===== src/capture_params.svh =====
`ifndef CAPTURE_PARAMS_SVH
`define CAPTURE_PARAMS_SVH

// Capture buffer geometry with a depth that is always a power of two
`define CAP_ADDR_BITS 6
`define CAP_DEPTH (1 << `CAP_ADDR_BITS)

// Input sample stream
`define SAMPLE_DATA_W 32
`define SAMPLE_DEST_W 16

// AXI4 write master
`define AXI_ADDR_W 49
`define AXI_DATA_W 128

// Every burst is a full INCR burst of 16-byte beats
`define BURST_BEATS 16
`define BURST_BYTES (`BURST_BEATS * (`AXI_DATA_W / 8))

`endif


===== src/capture_pkg.sv =====
`include "capture_params.svh"

package capture_pkg;

    typedef logic [`SAMPLE_DATA_W-1:0] sample_data_t;
    typedef logic [`SAMPLE_DEST_W-1:0] sample_dest_t;
    typedef logic [`CAP_ADDR_BITS-1:0] buf_addr_t;
    typedef logic [`AXI_ADDR_W-1:0] axi_addr_t;
    typedef logic [`AXI_DATA_W-1:0] axi_data_t;

    // Payload of every sample stream with dest above data
    typedef struct packed {
        sample_dest_t dest;
        sample_data_t data;
    } tagged_sample_t;

    typedef struct packed {
        axi_addr_t addr;
        logic [7:0] len;
    } aw_req_t;

    typedef struct packed {
        axi_data_t data;
        logic last;
    } w_beat_t;

    typedef enum logic [1:0] {
        FILLING,
        ARMED,
        POST_TRIGGER,
        DRAINING
    } buffer_state_t;

    typedef enum logic [1:0] {
        IDLE,
        ADDR,
        DATA,
        RESP
    } writer_state_t;

endpackage


===== src/capture_buffer.sv =====
`timescale 1ns/1ps
`include "capture_params.svh"

module capture_buffer (
    input  logic                       axi_out,
    input  logic                       reset,
    input  logic                       trigger,
    input  capture_pkg::buf_addr_t      trigger_point,
    input  capture_pkg::tagged_sample_t in_sample,
    input  logic                       in_valid,
    output logic                       in_ready,
    output capture_pkg::tagged_sample_t buf_sample,
    output logic                       buf_valid,
    input  logic                       buf_ready,
    output logic                       full,
    input  logic                       rearm
);

    localparam logic [`CAP_ADDR_BITS:0] cap_depth = `CAP_DEPTH;

    capture_pkg::buffer_state_t state;
    capture_pkg::tagged_sample_t mem [`CAP_DEPTH];

    logic                     started;
    capture_pkg::buf_addr_t   wr_ptr;
    capture_pkg::buf_addr_t   fill_cnt;
    capture_pkg::buf_addr_t   rd_addr;
    logic [`CAP_ADDR_BITS:0]  post_cnt;
    logic [`CAP_ADDR_BITS:0]  post_target;
    logic [`CAP_ADDR_BITS:0]  rd_cnt;
    logic                     accept;
    logic                     counting;
    logic                     load;

    // Input is closed for the first cycle after reset and during readout
    assign in_ready = started && (state != capture_pkg::DRAINING);
    assign accept = in_valid && in_ready;
    assign full = (state == capture_pkg::DRAINING);

    // Post-trigger samples fill whatever the pre-trigger history leaves free
    assign post_target = cap_depth - {1'b0, trigger_point};
    assign counting = (state == capture_pkg::POST_TRIGGER) ||
                      (state == capture_pkg::ARMED && trigger);

    // Once full, the write pointer points at the oldest sample
    assign rd_addr = wr_ptr + rd_cnt[`CAP_ADDR_BITS-1:0];
    assign load = (state == capture_pkg::DRAINING) && (rd_cnt != cap_depth) &&
                  (!buf_valid || buf_ready);

    always_ff @(posedge axi_out) begin
        if (reset) begin
            state <= capture_pkg::FILLING;
            started <= 1'b0;
            wr_ptr <= '0;
            fill_cnt <= '0;
            post_cnt <= '0;
            rd_cnt <= '0;
            buf_valid <= 1'b0;
        end else begin
            started <= 1'b1;
            if (rearm) begin
                state <= capture_pkg::FILLING;
                wr_ptr <= '0;
                fill_cnt <= '0;
                post_cnt <= '0;
                rd_cnt <= '0;
                buf_valid <= 1'b0;
            end else begin
                if (accept) begin
                    wr_ptr <= wr_ptr + 1'b1;
                end
                case (state)
                    capture_pkg::FILLING: begin
                        if (accept) begin
                            fill_cnt <= fill_cnt + 1'b1;
                        end
                        // Arm as soon as the pre-trigger history is complete
                        if (trigger_point == '0 ||
                                (accept && fill_cnt + 1'b1 == trigger_point)) begin
                            state <= capture_pkg::ARMED;
                        end
                    end
                    capture_pkg::ARMED, capture_pkg::POST_TRIGGER: begin
                        if (counting) begin
                            state <= capture_pkg::POST_TRIGGER;
                            if (accept) begin
                                post_cnt <= post_cnt + 1'b1;
                                if (post_cnt + 1'b1 == post_target) begin
                                    state <= capture_pkg::DRAINING;
                                end
                            end
                        end
                    end
                    default: begin
                        if (load) begin
                            rd_cnt <= rd_cnt + 1'b1;
                            buf_valid <= 1'b1;
                        end else if (buf_ready) begin
                            buf_valid <= 1'b0;
                        end
                    end
                endcase
            end
        end
    end

    always_ff @(posedge axi_out) begin
        if (accept) begin
            mem[wr_ptr] <= in_sample;
        end
        if (load) begin
            buf_sample <= mem[rd_addr];
        end
    end

    // Readout never overlaps capture or the rearm that follows it
    a_valid_only_draining: assert property (@(posedge axi_out) disable iff (reset)
        buf_valid |-> state == capture_pkg::DRAINING);

endmodule


===== src/beat_packer.sv =====
`timescale 1ns/1ps
`include "capture_params.svh"

module beat_packer (
    input  logic                       axi_out,
    input  logic                       reset,
    input  capture_pkg::tagged_sample_t buf_sample,
    input  logic                       buf_valid,
    output logic                       buf_ready,
    output capture_pkg::axi_data_t      beat,
    output logic                       beat_valid,
    input  logic                       beat_ready
);

    localparam int half_w = `AXI_DATA_W / 2;
    localparam int tag_w = half_w - `SAMPLE_DATA_W;

    capture_pkg::tagged_sample_t first;
    logic have_first;
    logic accept;

    // Each half of a beat is the tag zero-extended above the sample value
    function automatic logic [half_w-1:0] pack_half(capture_pkg::tagged_sample_t s);
        return {tag_w'(s.dest), s.data};
    endfunction

    // Intake waits while a finished beat is still pending
    assign buf_ready = !beat_valid;
    assign accept = buf_valid && buf_ready;

    always_ff @(posedge axi_out) begin
        if (reset) begin
            have_first <= 1'b0;
            beat_valid <= 1'b0;
        end else begin
            if (beat_valid && beat_ready) begin
                beat_valid <= 1'b0;
            end
            if (accept) begin
                have_first <= !have_first;
                if (have_first) begin
                    beat_valid <= 1'b1;
                end
            end
        end
    end

    always_ff @(posedge axi_out) begin
        if (accept && !have_first) begin
            first <= buf_sample;
        end
        // Earlier sample goes to the low half
        if (accept && have_first) begin
            beat <= {pack_half(buf_sample), pack_half(first)};
        end
    end

    a_beat_stable: assert property (@(posedge axi_out) disable iff (reset)
        beat_valid && !beat_ready |=> beat_valid && $stable(beat));

endmodule


===== src/burst_writer.sv =====
`timescale 1ns/1ps
`include "capture_params.svh"

module burst_writer (
    input  logic                  axi_out,
    input  logic                  reset,
    input  capture_pkg::axi_addr_t dma_base_addr,
    input  capture_pkg::axi_data_t beat,
    input  logic                  beat_valid,
    output logic                  beat_ready,
    output capture_pkg::aw_req_t   aw,
    output logic                  awvalid,
    input  logic                  awready,
    output capture_pkg::w_beat_t   w,
    output logic                  wvalid,
    input  logic                  wready,
    input  logic                  bvalid,
    output logic                  bready,
    output logic                  dma_done
);

    localparam logic [7:0] last_beat = 8'(`BURST_BEATS - 1);

    // A beat holds two samples, so the packet is half the buffer depth in beats
    localparam logic [`CAP_ADDR_BITS-1:0] last_burst =
        (`CAP_ADDR_BITS)'(`CAP_DEPTH / 2 / `BURST_BEATS - 1);

    capture_pkg::writer_state_t state;
    capture_pkg::axi_addr_t     cur_addr;
    logic [7:0]                 beat_cnt;
    logic [`CAP_ADDR_BITS-1:0]  burst_cnt;
    logic                       w_fire;
    logic                       b_fire;

    assign awvalid = (state == capture_pkg::ADDR);
    assign aw = '{addr: cur_addr, len: last_beat};

    // W follows the packer directly and the packer's hold rule keeps the payload stable
    assign wvalid = (state == capture_pkg::DATA) && beat_valid;
    assign beat_ready = (state == capture_pkg::DATA) && wready;
    assign w = '{data: beat, last: (beat_cnt == last_beat)};

    assign bready = (state == capture_pkg::RESP);

    assign w_fire = wvalid && wready;
    assign b_fire = bvalid && bready;

    always_ff @(posedge axi_out) begin
        if (reset) begin
            state <= capture_pkg::IDLE;
            beat_cnt <= '0;
            burst_cnt <= '0;
            dma_done <= 1'b0;
        end else begin
            dma_done <= b_fire && (burst_cnt == last_burst);
            case (state)
                capture_pkg::IDLE: begin
                    if (beat_valid) begin
                        state <= capture_pkg::ADDR;
                    end
                end
                capture_pkg::ADDR: begin
                    if (awready) begin
                        beat_cnt <= '0;
                        state <= capture_pkg::DATA;
                    end
                end
                capture_pkg::DATA: begin
                    if (w_fire) begin
                        beat_cnt <= beat_cnt + 1'b1;
                        if (beat_cnt == last_beat) begin
                            state <= capture_pkg::RESP;
                        end
                    end
                end
                default: begin
                    if (b_fire) begin
                        state <= capture_pkg::IDLE;
                        if (burst_cnt == last_burst) begin
                            burst_cnt <= '0;
                        end else begin
                            burst_cnt <= burst_cnt + 1'b1;
                        end
                    end
                end
            endcase
        end
    end

    // The burst address is an AW payload, so it only moves outside ADDR
    always_ff @(posedge axi_out) begin
        if (state == capture_pkg::IDLE && burst_cnt == '0) begin
            cur_addr <= dma_base_addr;
        end else if (b_fire) begin
            cur_addr <= cur_addr + capture_pkg::axi_addr_t'(`BURST_BYTES);
        end
    end

    a_aw_hold: assert property (@(posedge axi_out) disable iff (reset)
        awvalid && !awready |=> awvalid && $stable(aw));

endmodule


===== src/capture_dma_top.sv =====
`timescale 1ns/1ps
`include "capture_params.svh"

module capture_dma_top (
    input  logic                        axi_out,
    input  logic                        reset,
    input  logic                        trigger,
    input  capture_pkg::buf_addr_t       trigger_point,
    input  capture_pkg::axi_addr_t       dma_base_addr,
    input  capture_pkg::tagged_sample_t  in_sample,
    input  logic                        in_valid,
    output logic                        in_ready,
    output capture_pkg::axi_addr_t       awaddr,
    output logic [7:0]                  awlen,
    output logic                        awvalid,
    input  logic                        awready,
    output capture_pkg::axi_data_t       wdata,
    output logic                        wlast,
    output logic [`AXI_DATA_W/8-1:0]    wstrb,
    output logic                        wvalid,
    input  logic                        wready,
    input  logic                        bvalid,
    output logic                        bready,
    output logic                        full,
    output logic                        dma_done
);

    capture_pkg::tagged_sample_t buf_sample;
    logic                       buf_valid;
    logic                       buf_ready;
    capture_pkg::axi_data_t      beat;
    logic                       beat_valid;
    logic                       beat_ready;
    capture_pkg::aw_req_t        aw;
    capture_pkg::w_beat_t        w;

    // Bursts are always 16-byte INCR beats with every byte lane written
    assign awaddr = aw.addr;
    assign awlen = aw.len;
    assign wdata = w.data;
    assign wlast = w.last;
    assign wstrb = '1;

    capture_buffer u_buffer (
        .axi_out(axi_out), .reset(reset), .trigger(trigger),
        .trigger_point(trigger_point), .in_sample(in_sample), .in_valid(in_valid),
        .in_ready(in_ready), .buf_sample(buf_sample), .buf_valid(buf_valid),
        .buf_ready(buf_ready), .full(full), .rearm(dma_done)
    );

    beat_packer u_packer (
        .axi_out(axi_out), .reset(reset), .buf_sample(buf_sample),
        .buf_valid(buf_valid), .buf_ready(buf_ready), .beat(beat),
        .beat_valid(beat_valid), .beat_ready(beat_ready)
    );

    burst_writer u_writer (
        .axi_out(axi_out), .reset(reset), .dma_base_addr(dma_base_addr),
        .beat(beat), .beat_valid(beat_valid), .beat_ready(beat_ready),
        .aw(aw), .awvalid(awvalid), .awready(awready), .w(w), .wvalid(wvalid),
        .wready(wready), .bvalid(bvalid), .bready(bready), .dma_done(dma_done)
    );

endmodule


===== config.mk =====
export PLATFORM = sky130hd
export DESIGN_NAME = capture_dma_top
export DESIGN_NICKNAME = d
export VERILOG_FILES = /design/src/capture_pkg.sv /design/src/capture_buffer.sv /design/src/beat_packer.sv /design/src/burst_writer.sv /design/src/capture_dma_top.sv
export VERILOG_INCLUDE_DIRS = /design/src /design/src/src
export SDC_FILE = /design/constraint.sdc
export NUM_CORES = 2
export LEC_CHECK = 0
export ABC_CLOCK_PERIOD_IN_PS = 15800
export BUFFER_PORTS_ARGS = -buffer_cell sky130_fd_sc_hd__buf_4
export CAP_MARGIN = 20
export CORE_MARGIN = 2
export CORE_UTILIZATION = 30
export CTS_CLUSTER_DIAMETER = 50
export CTS_CLUSTER_SIZE = 24
export DETAILED_ROUTE_END_ITERATION = 8
export PLACE_DENSITY = 0.42
export SLEW_MARGIN = 20
export SYNTH_ARGS = -nofsm -noshare
export SYNTH_HDL_FRONTEND = slang
export SYNTH_SLANG_ARGS = --single-unit

===== constraint.sdc =====
create_clock -name axi_out -period 15.8 [get_ports axi_out]
set_input_delay 0.79 -clock axi_out [delete_from_list [all_inputs] [get_ports axi_out]]
set_output_delay 0.79 -clock axi_out [all_outputs]
set_load 0.05 [all_outputs]

==> metrics.md <==
| Metric | Value |
|---|---|
| Status | finished, final reports clean |
| Via count | 65100 |
| Total power | 0.0205 W |
| # IOs | 318 |
| # rows | 241 |
| Mapped Cells | 6194 |
| Fin area | 153000 um2 |
| RSZ-0062 raised after global routing | no |
| Flops & latches, synth | 3362 |
| Die Ht | 661 um |
| Area Overhead vs Synth | 18.5% |
| Final WL | 413000 um |
| Worst hold path type | in2reg |
| Number of synthesized flops with an enable pin | 3313 |
| Drt wl/cell | 32.3 um |
| DRC | 0 |
| Critical Path Start Type | flip-flop |
| Post-synth ARST share | 0% |
| Max Slew Vio Count | 0 |
| CTS Sinks | 3362 |
| Core area | 430000 um2 |
| CP endpoint kind | flip-flop |
| Placed cell area | 139000 um2 |
| Worst-path clk slew | 0.06 ns |
| Post-CTS setup buffer count | 0 |
| Post-synth top flop | edfxtp_1 |
| Largest net degree at the start of global routing | 132 |
| Global-route wire length before repair | 565000 um |
| Tot GR Track Use | 18.6% |
| TritonRoute pass-1 iters | 5 |
| H-tree levels | 5 |
| Vias in the first global route | 67500 |
| Worst Skew | 0.0477 ns |
| CTS tree | built |
| Leakage power | 47.8 nW |
| Yosys warns | 0 |
| Setup violators final | 0 |
| Syn_area_per_cell | 20.9 um2 |
| Chip width | 661 um |
| CP required | 16.64 ns |
| CP Max Fanout | 91 |
| CTS Buf Count | 409 |
| Fin. Hold Viols | 0 |
| Total congestion overflow | 0 |
| Routability cong. | 0.742 |
| Final Cycle Share | 35.2% |
| PortBufs | 261 |
| Antenna violations before repair | 36 |
| Vias per Instance | 5.09 |
| Share of cells above drive strength 1 | 28.6% |
| PD cells | 133 nW/um2 |
| Clock Tree Root | clkbuf_16 |
| Hpwl dp | 216000 um |
| R2r worst-path depth | 9 |
| Max clock buf depth | 4 |
| Core occupancy in the finished layout | 35.7% |
| Worst Path Class, Setup | reg2reg |
| Post-route ant nets | 0 |
| F_max | 0.180 GHz |
| Setup TNS | 0 ns |
| VDD IR max | 86.2 uV |
| Fillers | 39800 |
| Slew @ Worst Pin | 1.19 ns |
| Hold Path Stages | 3 |
| Arr. time, crit path | 6.40 ns |
| Starting density of the core | 30.1% |
| Cell Area, Synth | 129000 um2 |
| Min Tclk post-route | 5.56 ns |
| Register area share after synthesis | 77.6% |
| Max_slew headroom | 20.4% |
| Die Area | 437000 um2 |
| Maxcap violations | 0 |
| Cell variety after synth | 54 |
| Worst skew pair latency | 0.99 ns |
| Nets | 6864 |
| 1st-iter DRT viols | 6362 |
==> cell usage after synthesis, types with 2 or more instances <==
library cell  instances  share of area [%]
edfxtp_1           3313                 77
mux4_2              768                 13
nand2_1             665                1.9
and3_1              208                1.0
clkbuf_1            162               0.47
nor2_1              113               0.33
mux2i_1             101               0.78
a31oi_1              97               0.47
buf_2                97               0.38
buf_4                78               0.45
mux2_2               51               0.44
xnor2_1              51               0.35
dfxtp_1              49               0.76
a221o_1              48               0.37
o32ai_1              48               0.32
xor2_1               48               0.32
buf_1                45               0.13
o21ai_0              43               0.17
nand3_1              30               0.12
ha_1                 25               0.24
inv_1                19              0.055
nor3_1               19              0.073
nand4_1              18              0.087
and2_1               17              0.082
a21oi_1              15              0.058
nand2b_1              7              0.034
nor2b_1               7              0.034
and4_1                5              0.034
or3_1                 5              0.024
a21o_1                4              0.023
nor4_1                4              0.019
a211oi_1              3              0.017
and2_0                3              0.015
or2_2                 3              0.015
a21bo_2               2              0.015
conb_1                2             0.0058
nand3b_1              2              0.012
nor4b_1               2              0.014
or3b_2                2              0.014
==> final cells by class <==
| cell class | count | area (um2) | area share [%] |
|---|---|---|---|
| Antenna cell | 8 | 20.0 | 0.0130 |
| Clock buffer | 453 | 10500 | 6.88 |
| Clock inverter | 305 | 3650 | 2.38 |
| Inverter | 19 | 76.3 | 0.0498 |
| Multi-Input combinational cell | 2484 | 27800 | 18.1 |
| Sequential cell | 3362 | 100000 | 65.5 |
| Tap cell | 5710 | 7140 | 4.66 |
| Timing Repair Buffer | 452 | 3660 | 2.39 |
==> kinds of logic after synthesis <==
group	synth area share, %
compound gates	1.50
xor+xnor	0.682
fa+ha+maj	0.257
buf+inv	1.49
flops	77.6
mux	14.6
other cells	0.00580
simple gates	3.86
==> registers in the layout, summed over array words and instances, names as in the netlist <==
register,flops
u_buffer.mem,3072
u_packer.beat,96
u_writer.cur_addr,49
u_buffer.buf_sample,48
u_packer.first,48
u_writer.beat_cnt,8
u_buffer.post_cnt,7
u_buffer.rd_cnt,7
u_buffer.fill_cnt,6
u_buffer.wr_ptr,6
u_writer.burst_cnt,6
u_buffer.state,2
u_writer.state,2
u_buffer.buf_valid,1
u_buffer.started,1
u_packer.beat_valid,1
u_packer.have_first,1
u_writer.dma_done,1
==> critical path, cell delays in order (launching register included) <==
cell	delay (ns)
dfxtp_1	0.39
ha_4	0.91
buf_12	0.67
buf_4	0.81
buf_4	0.77
mux4_2	0.37
nand2_1	0.05
and3_1	0.23
o32ai_1	0.82
a221o_1	0.21
==> cells in the final DEF, fill, tap and decap left out, types with 41 or more instances in the layout <==
master | Yosys | routed
clkinv_1 | 0 | 43
mux4_2 | 768 | 768
dfxtp_1 | 49 | 49
bufinv_16 | 0 | 52
xnor2_1 | 51 | 49
and3_1 | 208 | 207
inv_6 | 0 | 49
nor2_4 | 0 | 58
buf_4 | 78 | 424
o21ai_0 | 43 | 43
mux2i_1 | 101 | 101
clkbuf_16 | 0 | 416
xor2_1 | 48 | 47
conb_1 | 2 | 56
nand2_1 | 665 | 665
mux2_2 | 51 | 51
o32ai_1 | 48 | 48
clkinvlp_4 | 0 | 41
a31oi_1 | 97 | 97
nor2_1 | 113 | 55
clkinv_2 | 0 | 46
edfxtp_1 | 3313 | 3313
a221o_1 | 48 | 48
==> worst paths after layout <==
kind	to	slack [ns]	from
worst max-delay path	u_buffer.buf_sample[15]	10.24	u_buffer.rd_cnt[0]
worst min-delay path	u_writer.cur_addr[39]	0.1	dma_base_addr[39]
worst max register to register	u_buffer.buf_sample[15]	10.24	u_buffer.rd_cnt[0]
worst min register to register	u_packer.beat[34]	0.41	u_packer.first[34]
==> through the flow <==
step           instances  hold slack, ns  setup WS, ns
5_1_grt            12800          0.0563          9.77
2_1_floorplan       6248           0.400          7.64
3_3_place_gp       12000           0.403          9.95
6_report           12800           0.100         10.24
4_1_cts            12800        0.000441          9.97
3_5_place_dp       12000           0.405          9.99
==> metal layers <==
metal | up-vias | share of wire, % | global-route usage [%]
met4 | 18 | 2.5 | 4.73
met1 | 36100 | 43 | 24.9
met5 | - | 0.027 | 0
met2 | 1961 | 50 | 31.7
li1 | 26500 | - | -
met3 | 535 | 5.2 | 2.88
==> repair_timing <==
item | CTS | global route
gates resized for setup | 0 | 0
hold endpoints to repair | 11 | 0
hold buffers | 11 | 0
==> power breakdown <==
part           internal (W)  leakage, nW  switching (W)
sequential          0.00981         30.3      0.0000162
combinational      0.000368         10.7       0.000496
clock               0.00577         6.83        0.00401
Power figures use the tool's default switching activity.
